--- src/include/rx_align_params.svh ---
`ifndef RX_ALIGN_PARAMS_SVH
`define RX_ALIGN_PARAMS_SVH

// Channel geometry
`define RXA_NUM_CHANNELS      2
`define RXA_BITS_PER_CHANNEL  80

// Strobe search words, 40 bits each
`define RXA_WORD_BITS         40
`define RXA_WORDS_PER_CHANNEL 2
`define RXA_WD_SEL_BITS       8  // Full field width of the word select

// Alignment FIFO, depth 8
`define RXA_FIFO_AD_WIDTH     3

// Counters
`define RXA_INTV_BITS         16
`define RXA_DLY_BITS          3

`endif

--- src/rtl/rx_align_pkg.sv ---
`include "rx_align_params.svh"

package rx_align_pkg;

  ////////////////////////////////////////////////////////////
  // One channel word, seen two ways
  ////////////////////////////////////////////////////////////

  typedef union packed {
    logic [`RXA_BITS_PER_CHANNEL-1:0] flat;  // FIFO payload
    logic [`RXA_WORDS_PER_CHANNEL-1:0][`RXA_WORD_BITS-1:0] word;  // Strobe search words
  } chan_word_u;

  ////////////////////////////////////////////////////////////
  // Alignment controller states
  ////////////////////////////////////////////////////////////

  typedef enum logic [2:0] {
    st_idle       = 3'h0,
    st_online     = 3'h1,
    st_aligned    = 3'h2,
    st_err        = 3'h3,
    st_done       = 3'h4,
    st_soft_reset = 3'h5
  } rx_state_e;

endpackage

--- src/rtl/strobe_if.sv ---
`timescale 1ns/1ns
`include "rx_align_params.svh"

interface strobe_if;

  logic                         detect_en;   // Strobe search allowed
  logic                         soft_reset;  // One-cycle clear of sticky flags
  logic [`RXA_NUM_CHANNELS-1:0] stb_det;     // Registered strobe hit
  logic [`RXA_NUM_CHANNELS-1:0] first_stb;   // Sticky, set one cycle after first hit
  logic [`RXA_NUM_CHANNELS-1:0] fifo_wr;     // Sticky FIFO push

  modport decode (
    output stb_det,
    output first_stb,
    output fifo_wr,
    input  detect_en,
    input  soft_reset
  );

  modport exec (
    output detect_en,
    output soft_reset,
    input  first_stb,
    input  fifo_wr
  );

  modport result (
    input stb_det,
    input first_stb,
    input soft_reset
  );

endinterface

--- src/rtl/strobe_decode.sv ---
`timescale 1ns/1ns
`include "rx_align_params.svh"

module strobe_decode (
  input  logic                                              com_clk,
  input  logic                                              rst_com_n,
  input  rx_align_pkg::chan_word_u [`RXA_NUM_CHANNELS-1:0] rx_din,
  input  logic [`RXA_WD_SEL_BITS-1:0]                       rx_stb_wd_sel,
  input  logic [`RXA_WORD_BITS-1:0]                         rx_stb_bit_sel,
  strobe_if.decode                                          stb,
  output logic                                              rx_stb_pos_err,
  output logic                                              rx_stb_pos_coding_err
);

  localparam int NCH = `RXA_NUM_CHANNELS;

  logic [$clog2(`RXA_WD_SEL_BITS)-1:0] wd_idx;   // Lowest selected word
  logic [$clog2(`RXA_WORD_BITS)-1:0]   bit_idx;  // Highest selected bit
  logic [8:0]                          stb_pos;  // Up to 7*40+39
  logic [`RXA_WORD_BITS-1:0]           sel_word [NCH];
  logic [NCH-1:0]                      d_stb_det;

  ////////////////////////////////////////////////////////////
  // Strobe select decode
  ////////////////////////////////////////////////////////////

  always_comb
  begin
    wd_idx = '0;
    for (int w = `RXA_WD_SEL_BITS-1; w >= 0; w--)
      if (rx_stb_wd_sel[w])
        wd_idx = ($bits(wd_idx))'(w);
  end

  always_comb
  begin
    bit_idx = '0;
    for (int b = 0; b < `RXA_WORD_BITS; b++)
      if (rx_stb_bit_sel[b])
        bit_idx = ($bits(bit_idx))'(b);
  end

  // Word past the end of the channel reads zero
  always_comb
  begin
    for (int ch = 0; ch < NCH; ch++)
    begin
      sel_word[ch] = '0;
      for (int w = 0; w < `RXA_WORDS_PER_CHANNEL; w++)
        if ((|rx_stb_wd_sel) && (int'(wd_idx) == w))
          sel_word[ch] = rx_din[ch].word[w];
      d_stb_det[ch] = stb.detect_en & (|(sel_word[ch] & rx_stb_bit_sel));
    end
  end

  ////////////////////////////////////////////////////////////
  // Detection and sticky flags
  ////////////////////////////////////////////////////////////

  always_ff @(posedge com_clk or negedge rst_com_n)
  begin
    if (!rst_com_n)
    begin
      stb.stb_det   <= '0;
      stb.first_stb <= '0;
      stb.fifo_wr   <= '0;
    end
    else if (stb.soft_reset)
    begin
      stb.stb_det   <= '0;
      stb.first_stb <= '0;
      stb.fifo_wr   <= '0;
    end
    else
    begin
      stb.stb_det   <= d_stb_det;
      stb.first_stb <= stb.first_stb | stb.stb_det;  // Lags fifo_wr by a cycle
      stb.fifo_wr   <= stb.fifo_wr | d_stb_det;
    end
  end

  // Position check
  assign stb_pos = 9'(wd_idx) * 9'd40 + 9'(bit_idx);
  assign rx_stb_pos_err = (stb_pos > 9'(`RXA_BITS_PER_CHANNEL));
  assign rx_stb_pos_coding_err = ($countones(rx_stb_wd_sel) != 1) ||
                                 ($countones(rx_stb_bit_sel) != 1);

  // A channel is never counted aligned before its FIFO starts filling
  a_first_needs_wr : assert property (
    @(posedge com_clk) disable iff (!rst_com_n)
    (stb.first_stb & ~stb.fifo_wr) == '0
  );

endmodule

--- src/rtl/align_fifo.sv ---
`timescale 1ns/1ns
`include "rx_align_params.svh"

module align_fifo (
  input  logic                     com_clk,
  input  logic                     rst_com_n,
  input  logic                     soft_reset,
  input  logic                     push,
  input  logic                     pop,
  input  rx_align_pkg::chan_word_u din,
  output rx_align_pkg::chan_word_u head,
  output logic                     overflow
);

  localparam int AW    = `RXA_FIFO_AD_WIDTH;
  localparam int DEPTH = 1 << AW;

  logic [`RXA_BITS_PER_CHANNEL-1:0] mem [DEPTH];
  logic [AW:0]                      wr_ptr;  // Extra bit for wrap
  logic [AW:0]                      rd_ptr;
  logic                             full;
  logic                             empty;
  logic                             wr_en;
  logic                             rd_en;

  assign empty = (wr_ptr == rd_ptr);
  assign full  = (wr_ptr[AW] != rd_ptr[AW]) && (wr_ptr[AW-1:0] == rd_ptr[AW-1:0]);
  assign wr_en = push & (~full | pop);  // Pop frees the slot this cycle
  assign rd_en = pop & ~empty;

  always_ff @(posedge com_clk)
  begin
    if (wr_en)
      mem[wr_ptr[AW-1:0]] <= din.flat;
  end

  always_comb
    head.flat = mem[rd_ptr[AW-1:0]];  // Head visible without latency

  always_ff @(posedge com_clk or negedge rst_com_n)
  begin
    if (!rst_com_n)
    begin
      wr_ptr   <= '0;
      rd_ptr   <= '0;
      overflow <= 1'b0;
    end
    else if (soft_reset)
    begin
      wr_ptr   <= '0;
      rd_ptr   <= '0;
      overflow <= 1'b0;
    end
    else
    begin
      if (wr_en)
        wr_ptr <= wr_ptr + 1'b1;
      if (rd_en)
        rd_ptr <= rd_ptr + 1'b1;
      overflow <= push & full & ~pop;  // Word dropped
    end
  end

  a_no_pop_empty : assert property (
    @(posedge com_clk) disable iff (!rst_com_n)
    pop |-> !empty
  );

endmodule

--- src/rtl/align_ctrl.sv ---
`timescale 1ns/1ns
`include "rx_align_params.svh"

module align_ctrl (
  input  logic                                              com_clk,
  input  logic                                              rst_com_n,
  input  logic                                              rx_online,
  input  logic                                              align_fly,
  input  logic [`RXA_DLY_BITS-1:0]                          rden_dly,
  input  rx_align_pkg::chan_word_u [`RXA_NUM_CHANNELS-1:0] rx_din,
  input  logic                                              intv_err,
  strobe_if.exec                                            stb,
  output rx_align_pkg::chan_word_u [`RXA_NUM_CHANNELS-1:0] rx_dout,
  output logic                                              align_done,
  output logic                                              align_err
);

  import rx_align_pkg::*;

  localparam int NCH = `RXA_NUM_CHANNELS;

  rx_state_e                 state;
  rx_state_e                 state_nxt;
  logic                      rx_online_q;
  logic [`RXA_DLY_BITS-1:0]  rd_dly;
  logic                      all_first;
  logic                      fifo_pop;
  logic [NCH-1:0]            fifo_ovf;
  chan_word_u [NCH-1:0]      fifo_head;
  logic                      d_align_done;
  logic                      d_align_err;

  ////////////////////////////////////////////////////////////
  // Per-channel FIFOs
  ////////////////////////////////////////////////////////////

  for (genvar ch = 0; ch < NCH; ch++)
  begin : g_fifo
    align_fifo u_align_fifo (
      .com_clk    (com_clk),
      .rst_com_n  (rst_com_n),
      .soft_reset (stb.soft_reset),
      .push       (stb.fifo_wr[ch]),
      .pop        (fifo_pop),
      .din        (rx_din[ch]),
      .head       (fifo_head[ch]),
      .overflow   (fifo_ovf[ch])
    );
  end

  assign all_first = &stb.first_stb;
  assign fifo_pop  = all_first & ~(|rd_dly);  // Lockstep read

  ////////////////////////////////////////////////////////////
  // Read delay, output and status registers
  ////////////////////////////////////////////////////////////

  always_ff @(posedge com_clk or negedge rst_com_n)
  begin
    if (!rst_com_n)
    begin
      rx_online_q <= 1'b0;
      rd_dly      <= '0;
      rx_dout     <= '0;
      align_done  <= 1'b0;
      align_err   <= 1'b0;
    end
    else
    begin
      rx_online_q <= rx_online;
      if (rx_online & ~rx_online_q)
        rd_dly <= rden_dly;  // Load on rising edge
      else if (all_first & (|rd_dly))
        rd_dly <= rd_dly - 1'b1;
      if (fifo_pop)
        rx_dout <= fifo_head;
      align_done <= d_align_done;
      align_err  <= d_align_err;
    end
  end

  ////////////////////////////////////////////////////////////
  // Alignment FSM
  ////////////////////////////////////////////////////////////

  always_ff @(posedge com_clk or negedge rst_com_n)
  begin
    if (!rst_com_n)
      state <= st_idle;
    else
      state <= state_nxt;
  end

  always_comb
  begin
    state_nxt      = state;
    d_align_done   = 1'b0;
    d_align_err    = 1'b0;
    stb.soft_reset = 1'b0;
    case (state)
      st_idle:
        if (rx_online)
          state_nxt = st_online;
      st_online:
        if (|fifo_ovf)
          state_nxt = align_fly ? st_soft_reset : st_err;
        else if (all_first)
          state_nxt = st_aligned;
      st_aligned:
        if (~(|rd_dly))
          state_nxt = st_done;
      st_err:
        if (align_fly)
          state_nxt = st_soft_reset;
        else
          d_align_err = 1'b1;
      st_done:
      begin
        d_align_done = 1'b1;
        d_align_err  = intv_err;
        if (intv_err & align_fly)
          state_nxt = st_soft_reset;  // Recover on the fly
      end
      st_soft_reset:
      begin
        stb.soft_reset = 1'b1;
        state_nxt      = st_online;
      end
      default:
        state_nxt = st_idle;
    endcase
  end

  assign stb.detect_en = (state == st_online) || (state == st_aligned) ||
                         (state == st_done);

endmodule

--- src/rtl/strobe_intv_check.sv ---
`timescale 1ns/1ns
`include "rx_align_params.svh"

module strobe_intv_check (
  input  logic                      com_clk,
  input  logic                      rst_com_n,
  input  logic [`RXA_INTV_BITS-1:0] rx_stb_intv,
  strobe_if.result                  stb,
  output logic                      intv_err
);

  localparam int NCH = `RXA_NUM_CHANNELS;

  logic [`RXA_INTV_BITS-1:0] intv_cnt [NCH];
  logic [NCH-1:0]            ch_err;  // Sticky per channel

  ////////////////////////////////////////////////////////////
  // Interval down-counters
  ////////////////////////////////////////////////////////////

  for (genvar ch = 0; ch < NCH; ch++)
  begin : g_intv
    always_ff @(posedge com_clk or negedge rst_com_n)
    begin
      if (!rst_com_n)
      begin
        intv_cnt[ch] <= '0;
        ch_err[ch]   <= 1'b0;
      end
      else if (stb.soft_reset)
      begin
        intv_cnt[ch] <= '0;
        ch_err[ch]   <= 1'b0;
      end
      else if (stb.stb_det[ch])
        intv_cnt[ch] <= rx_stb_intv;  // Strobe seen, restart
      else if (stb.first_stb[ch])
      begin
        if (intv_cnt[ch] == `RXA_INTV_BITS'(1))
        begin
          ch_err[ch]   <= 1'b1;  // Strobe missed
          intv_cnt[ch] <= rx_stb_intv;
        end
        else
          intv_cnt[ch] <= intv_cnt[ch] - 1'b1;
      end
    end
  end

  assign intv_err = |ch_err;

endmodule

--- src/rtl/rx_align_top.sv ---
`timescale 1ns/1ns
`include "rx_align_params.svh"

module rx_align_top (
  input  logic                                              com_clk,
  input  logic                                              rst_com_n,
  input  logic                                              rx_online,
  input  logic                                              align_fly,
  input  logic [`RXA_DLY_BITS-1:0]                          rden_dly,
  input  logic [`RXA_WD_SEL_BITS-1:0]                       rx_stb_wd_sel,
  input  logic [`RXA_WORD_BITS-1:0]                         rx_stb_bit_sel,
  input  logic [`RXA_INTV_BITS-1:0]                         rx_stb_intv,
  input  logic [`RXA_NUM_CHANNELS*`RXA_BITS_PER_CHANNEL-1:0] rx_din,
  output logic [`RXA_NUM_CHANNELS*`RXA_BITS_PER_CHANNEL-1:0] rx_dout,
  output logic                                              align_done,
  output logic                                              align_err,
  output logic                                              rx_stb_pos_err,
  output logic                                              rx_stb_pos_coding_err
);

  logic intv_err;  // Result back to execute

  strobe_if u_strobe_if ();

  // Decode
  strobe_decode u_strobe_decode (
    .com_clk               (com_clk),
    .rst_com_n             (rst_com_n),
    .rx_din                (rx_din),
    .rx_stb_wd_sel         (rx_stb_wd_sel),
    .rx_stb_bit_sel        (rx_stb_bit_sel),
    .stb                   (u_strobe_if.decode),
    .rx_stb_pos_err        (rx_stb_pos_err),
    .rx_stb_pos_coding_err (rx_stb_pos_coding_err)
  );

  // Execute
  align_ctrl u_align_ctrl (
    .com_clk    (com_clk),
    .rst_com_n  (rst_com_n),
    .rx_online  (rx_online),
    .align_fly  (align_fly),
    .rden_dly   (rden_dly),
    .rx_din     (rx_din),
    .intv_err   (intv_err),
    .stb        (u_strobe_if.exec),
    .rx_dout    (rx_dout),
    .align_done (align_done),
    .align_err  (align_err)
  );

  // Result
  strobe_intv_check u_strobe_intv_check (
    .com_clk     (com_clk),
    .rst_com_n   (rst_com_n),
    .rx_stb_intv (rx_stb_intv),
    .stb         (u_strobe_if.result),
    .intv_err    (intv_err)
  );

endmodule

--- config.mk ---
export PLATFORM = sky130hd
export DESIGN_NAME = rx_align_top
export DESIGN_NICKNAME = d
export VERILOG_FILES = /design/src/rtl/rx_align_pkg.sv /design/src/rtl/strobe_if.sv /design/src/rtl/strobe_decode.sv /design/src/rtl/align_fifo.sv /design/src/rtl/align_ctrl.sv /design/src/rtl/strobe_intv_check.sv /design/src/rtl/rx_align_top.sv
export VERILOG_INCLUDE_DIRS = /design/src /design/src/include
export SDC_FILE = /design/constraint.sdc
export NUM_CORES = 2
export LEC_CHECK = 0
export BUFFER_PORTS_ARGS = -buffer_cell sky130_fd_sc_hd__buf_2
export CAP_MARGIN = 20
export CORE_ASPECT_RATIO = 0.7
export CORE_MARGIN = 8
export CORE_UTILIZATION = 30
export CTS_CLUSTER_DIAMETER = 150
export DETAILED_ROUTE_END_ITERATION = 10
export MAX_ROUTING_LAYER = met4
export SYNTH_ARGS = -nofsm -noshare
export SYNTH_HDL_FRONTEND = slang
export SYNTH_HIERARCHICAL = 1
export SYNTH_SLANG_ARGS = --single-unit
--- constraint.sdc ---
create_clock -name com_clk -period 9.5 [get_ports com_clk]
set_input_delay 1.9 -clock com_clk [delete_from_list [all_inputs] [get_ports com_clk]]
set_output_delay 1.9 -clock com_clk [all_outputs]
set_load 0.005 [all_outputs]
==> flow_summary.ini <==
[synthesis]
ys_warn_count = 6
synthCells = 3157
synthMuxAreaShare = 0.189
synth_compound_area_frac = 0.0260
synthesis.area_sq_um = 61900
synth.distinct_cells = 72
syn-mean-instance-area_sq_um = 19.6
yosysSeqAreaShare = 0.712
synthSimpleGateAreaFrac = 0.0317
syn-num-nets = 3455
synth-seq-cells = 1507
async_flop_share = 0.151
synth_top_family_by_area = multiplexers
synthAdderAreaFrac = 0.0179
synthFlopType = edfxtp_1
synth_edf_count = 1280
synthXorXnorAreaFrac = 0.00240

[clocking]
cts_tree = built
clkLatencyLatePin_ps = 820
post_cts_buffers = 0
cts-hold-fix-buffers = 0
cts.htree.levels = 4
cts_buffers = 160
root_buffer = clkbuf_16
clk_pin_slew_ps = 60
cts_resized = 0
clockBufferDepth = 4
cts.sinks = 1507

[critical_path]
critical_path.max_stage_delay_ps = 540
cp-start-kind = input pin
cpMostUsedCell = fa_1
critPathMaxFanout = 2
cp_slowest_cell = fa_1
worstSetupPathType = input pin to output port
worstPathCellList = buf_2 > fa_1 > inv_1 > fa_1 > inv_1 > fa_1 > inv_1 > fa_1 > inv_1 > fa_1 > inv_1 > fa_1 > fa_1 > inv_1 > ha_1 > inv_1 > fa_1 > nand2_1 > a21oi_1 > o2111ai_2 > buf_4 > buf_2
arrival_ps = 7310
crit_required_ps = 7600
critPathCaptureType = output port

[sta]
fmax_ghz = 0.109
relSlewSlack = 0.257
period_needed_ps = 9210
rsz0062_at_grt = false
finalSetupTns_ps = 0
tightest_slew_ps = 1110
finalSetupViolCount = 0
timing.final.crit_share = 0.970
hold_viol_final = 0
finalClockSkew_ps = 85.2
maxSlewViolCount = 0

[route]
drtPass1Iterations = 5
via_per_inst = 5.01
postRouteAntennaNets = 0
routed-via-count = 32700
wl_um = 182000
drt_iter0_markers = 3361
remaining_drc_errors = 0
routedWlPerCell_um = 27.9

[final_layout]
instances_no_fill = 6530
area_growth_pct = 17.0
final_core_util = 0.353
final_net_count = 3922
nFillCells = 19100
multi_input_area_sq_um = 16700
seqCellArea_sq_um = 44100
drive_above_1_share = 0.345

[placed_design]
placed_cells = 6207
place_hpwl_um = 118000
port_buffers = 394
routabilityCongestion = 0.912

[die]
fp.dieH_um = 396
core_sq_um = 205000
initial_core_util = 0.302
die-area_sq_um = 221000
ios = 395
fp-row-count = 139
die_x_um = 559

[outcome]
outcome = finished clean

[hold_path]
hold_class = flop to flop

[run]
cap_violations = 0

[grt]
grt_usage = 0.164
grt_pass1_wl_um = 256000
antenna_found_initial = 66
gr-total-overflow = 0
grt_pass1_vias = 32800
grt_max_degree = 98

[power]
powerDensity_nw_per_um2 = 337
vdd_drop_max_v = 0.000323
p_leak_nw = 24.7
==> cells in the final DEF (no fill, tap or decap), types with 20 or more instances in the layout <==
cell type / Yosys / layout
a21oi_1: 80 / 79
buf_2: 58 / 393
buf_4: 0 / 61
clkbuf_1: 70 / 45
clkbuf_16: 0 / 162
clkinv_1: 0 / 20
dfrtp_1: 227 / 221
diode_2: 0 / 36
edfxtp_1: 1280 / 1280
fa_1: 36 / 36
ha_1: 31 / 31
inv_1: 88 / 88
mux2_1: 89 / 89
mux2_2: 160 / 160
mux2_4: 72 / 72
mux2i_1: 59 / 59
mux4_2: 319 / 319
nand2_1: 48 / 47
nand3_1: 74 / 74
nor2_1: 58 / 50
nor3_1: 44 / 38
nor4_1: 35 / 34
o21ai_0: 68 / 67
o22ai_1: 32 / 32
==> cell families (layout without fill, tap and decap cells) <==
group                    Yosys count  after routing
other                              0             36
adder cells (fa/ha/maj)           67             67
AND/OR/NAND/NOR                  361            361
AO/OA/AOI/OAI                    258            258
multiplexers                     700            700
buffers and inverters            247            835
XOR/XNOR                          17             17
flip-flops                      1507           1507
==> sequential cells by signal (all words and copies together), names as in the netlist, 3 cells and up <==
name                                     flops
u_align_ctrl/g_fifo.u_align_fifo/mem      1280
u_align_ctrl/g_fifo.u_align_fifo/rd_ptr      8
u_align_ctrl/g_fifo.u_align_fifo/wr_ptr      8
u_align_ctrl/rd_dly                          3
u_strobe_intv_check/intv_cnt                32
u_align_ctrl/state                           3
u_align_ctrl/rx_dout                       160
==> layer usage <==
layer  track usage  wire (um)  vias to the layer above
li1              -          -                    13800
met1         0.227      81300                    17400
met2         0.244      82400                     1222
met3        0.0305      11800                      330
met4        0.0530       6670                        0
met5             -          0                        -
==> critical path, delay by kind of cell <==
| kind | cells | cell delay [ps] |
|---|---|---|
| and+or+nand+nor | 1 | 60 |
| buffers and inverters | 10 | 860 |
| AOI/OAI and AO/OA | 2 | 350 |
| adders and majority gates | 9 | 4120 |
==> final cells by class <==
| type | count | share of cell area |
|---|---|---|
| multi-input combinational | 1403 | 0.230 |
| timing repair buffer | 464 | 0.0360 |
| inverter | 88 | 0.00456 |
| clock inverter | 61 | 0.00995 |
| antenna | 36 | 0.00124 |
| tap | 2749 | 0.0475 |
| clock buffer | 222 | 0.0611 |
| sequential | 1507 | 0.609 |
==> final timing paths <==
kind	start	endpoint	slack, ps	depth (start not counted)
worst max-delay path	rx_stb_bit_sel[29]	rx_stb_pos_coding_err	290	22
worst min-delay path	u_align_ctrl/rx_dout[122]$_DFFE_PN0P_	u_align_ctrl/rx_dout[122]$_DFFE_PN0P_	480	1
worst max register to register	u_strobe_decode/stb.first_stb[0]$_DFF_PN0_	u_align_ctrl/g_fifo[0].u_align_fifo/mem[3][12]$_DFFE_PP_	4520	9
worst min register to register	u_align_ctrl/rx_dout[122]$_DFFE_PN0P_	u_align_ctrl/rx_dout[122]$_DFFE_PN0P_	480	1
max in group asynchronous	rst_com_n	u_align_ctrl/rx_dout[124]$_DFFE_PN0P_	6570	3
min in group asynchronous	rst_com_n	u_align_ctrl/rx_dout[53]$_DFFE_PN0P_	1050	1
==> power breakdown <==
| group | switching (W) | internal (W) | total [W] |
|---|---|---|---|
| clock | 0.00257 | 0.00362 | 0.00620 |
| combinational | 0.00435 | 0.00356 | 0.00791 |
| sequential | 0.000823 | 0.00950 | 0.0103 |
| total | 0.00775 | 0.0167 | 0.0244 |
==> synth_stat cells, types with 10 or more instances <==
cell type	count	area, sq um
mux4_2	319	7180
nor3_1	44	220
nor4_1	35	219
mux2i_1	59	591
mux2_4	72	1080
o22ai_1	32	200
nand3_1	74	370
ha_1	31	388
mux2_2	160	1800
xor2_1	12	105
or3_1	13	81.3
dfrtp_1	227	5680
clkbuf_1	70	263
buf_6	19	214
nor2_1	58	218
inv_1	88	330
o2bb2ai_1	10	87.6
buf_2	58	290
edfxtp_1	1280	38400
a21oi_1	80	400
or4_1	18	135
fa_1	36	721
mux2_1	89	1000
nand2b_1	15	93.8
nand2_1	48	180
o21ai_0	68	340
a31oi_1	10	62.6
==> metrics by stage <==
stage / hold WS [ps] / worst slack (ps) / power [W] / cell area (sq um)
after floorplan: 454 / 1140 / 0.0158 / 61900
after global placement: 463 / 156 / 0.0184 / 67100
after detailed placement: 469 / 231 / 0.0185 / 67100
after CTS: 482 / 174 / 0.0248 / 72300
after global routing: 495 / 22.9 / 0.0257 / 72400
final: 477 / 288 / 0.0244 / 72400
(Power assumes the default switching activity.)
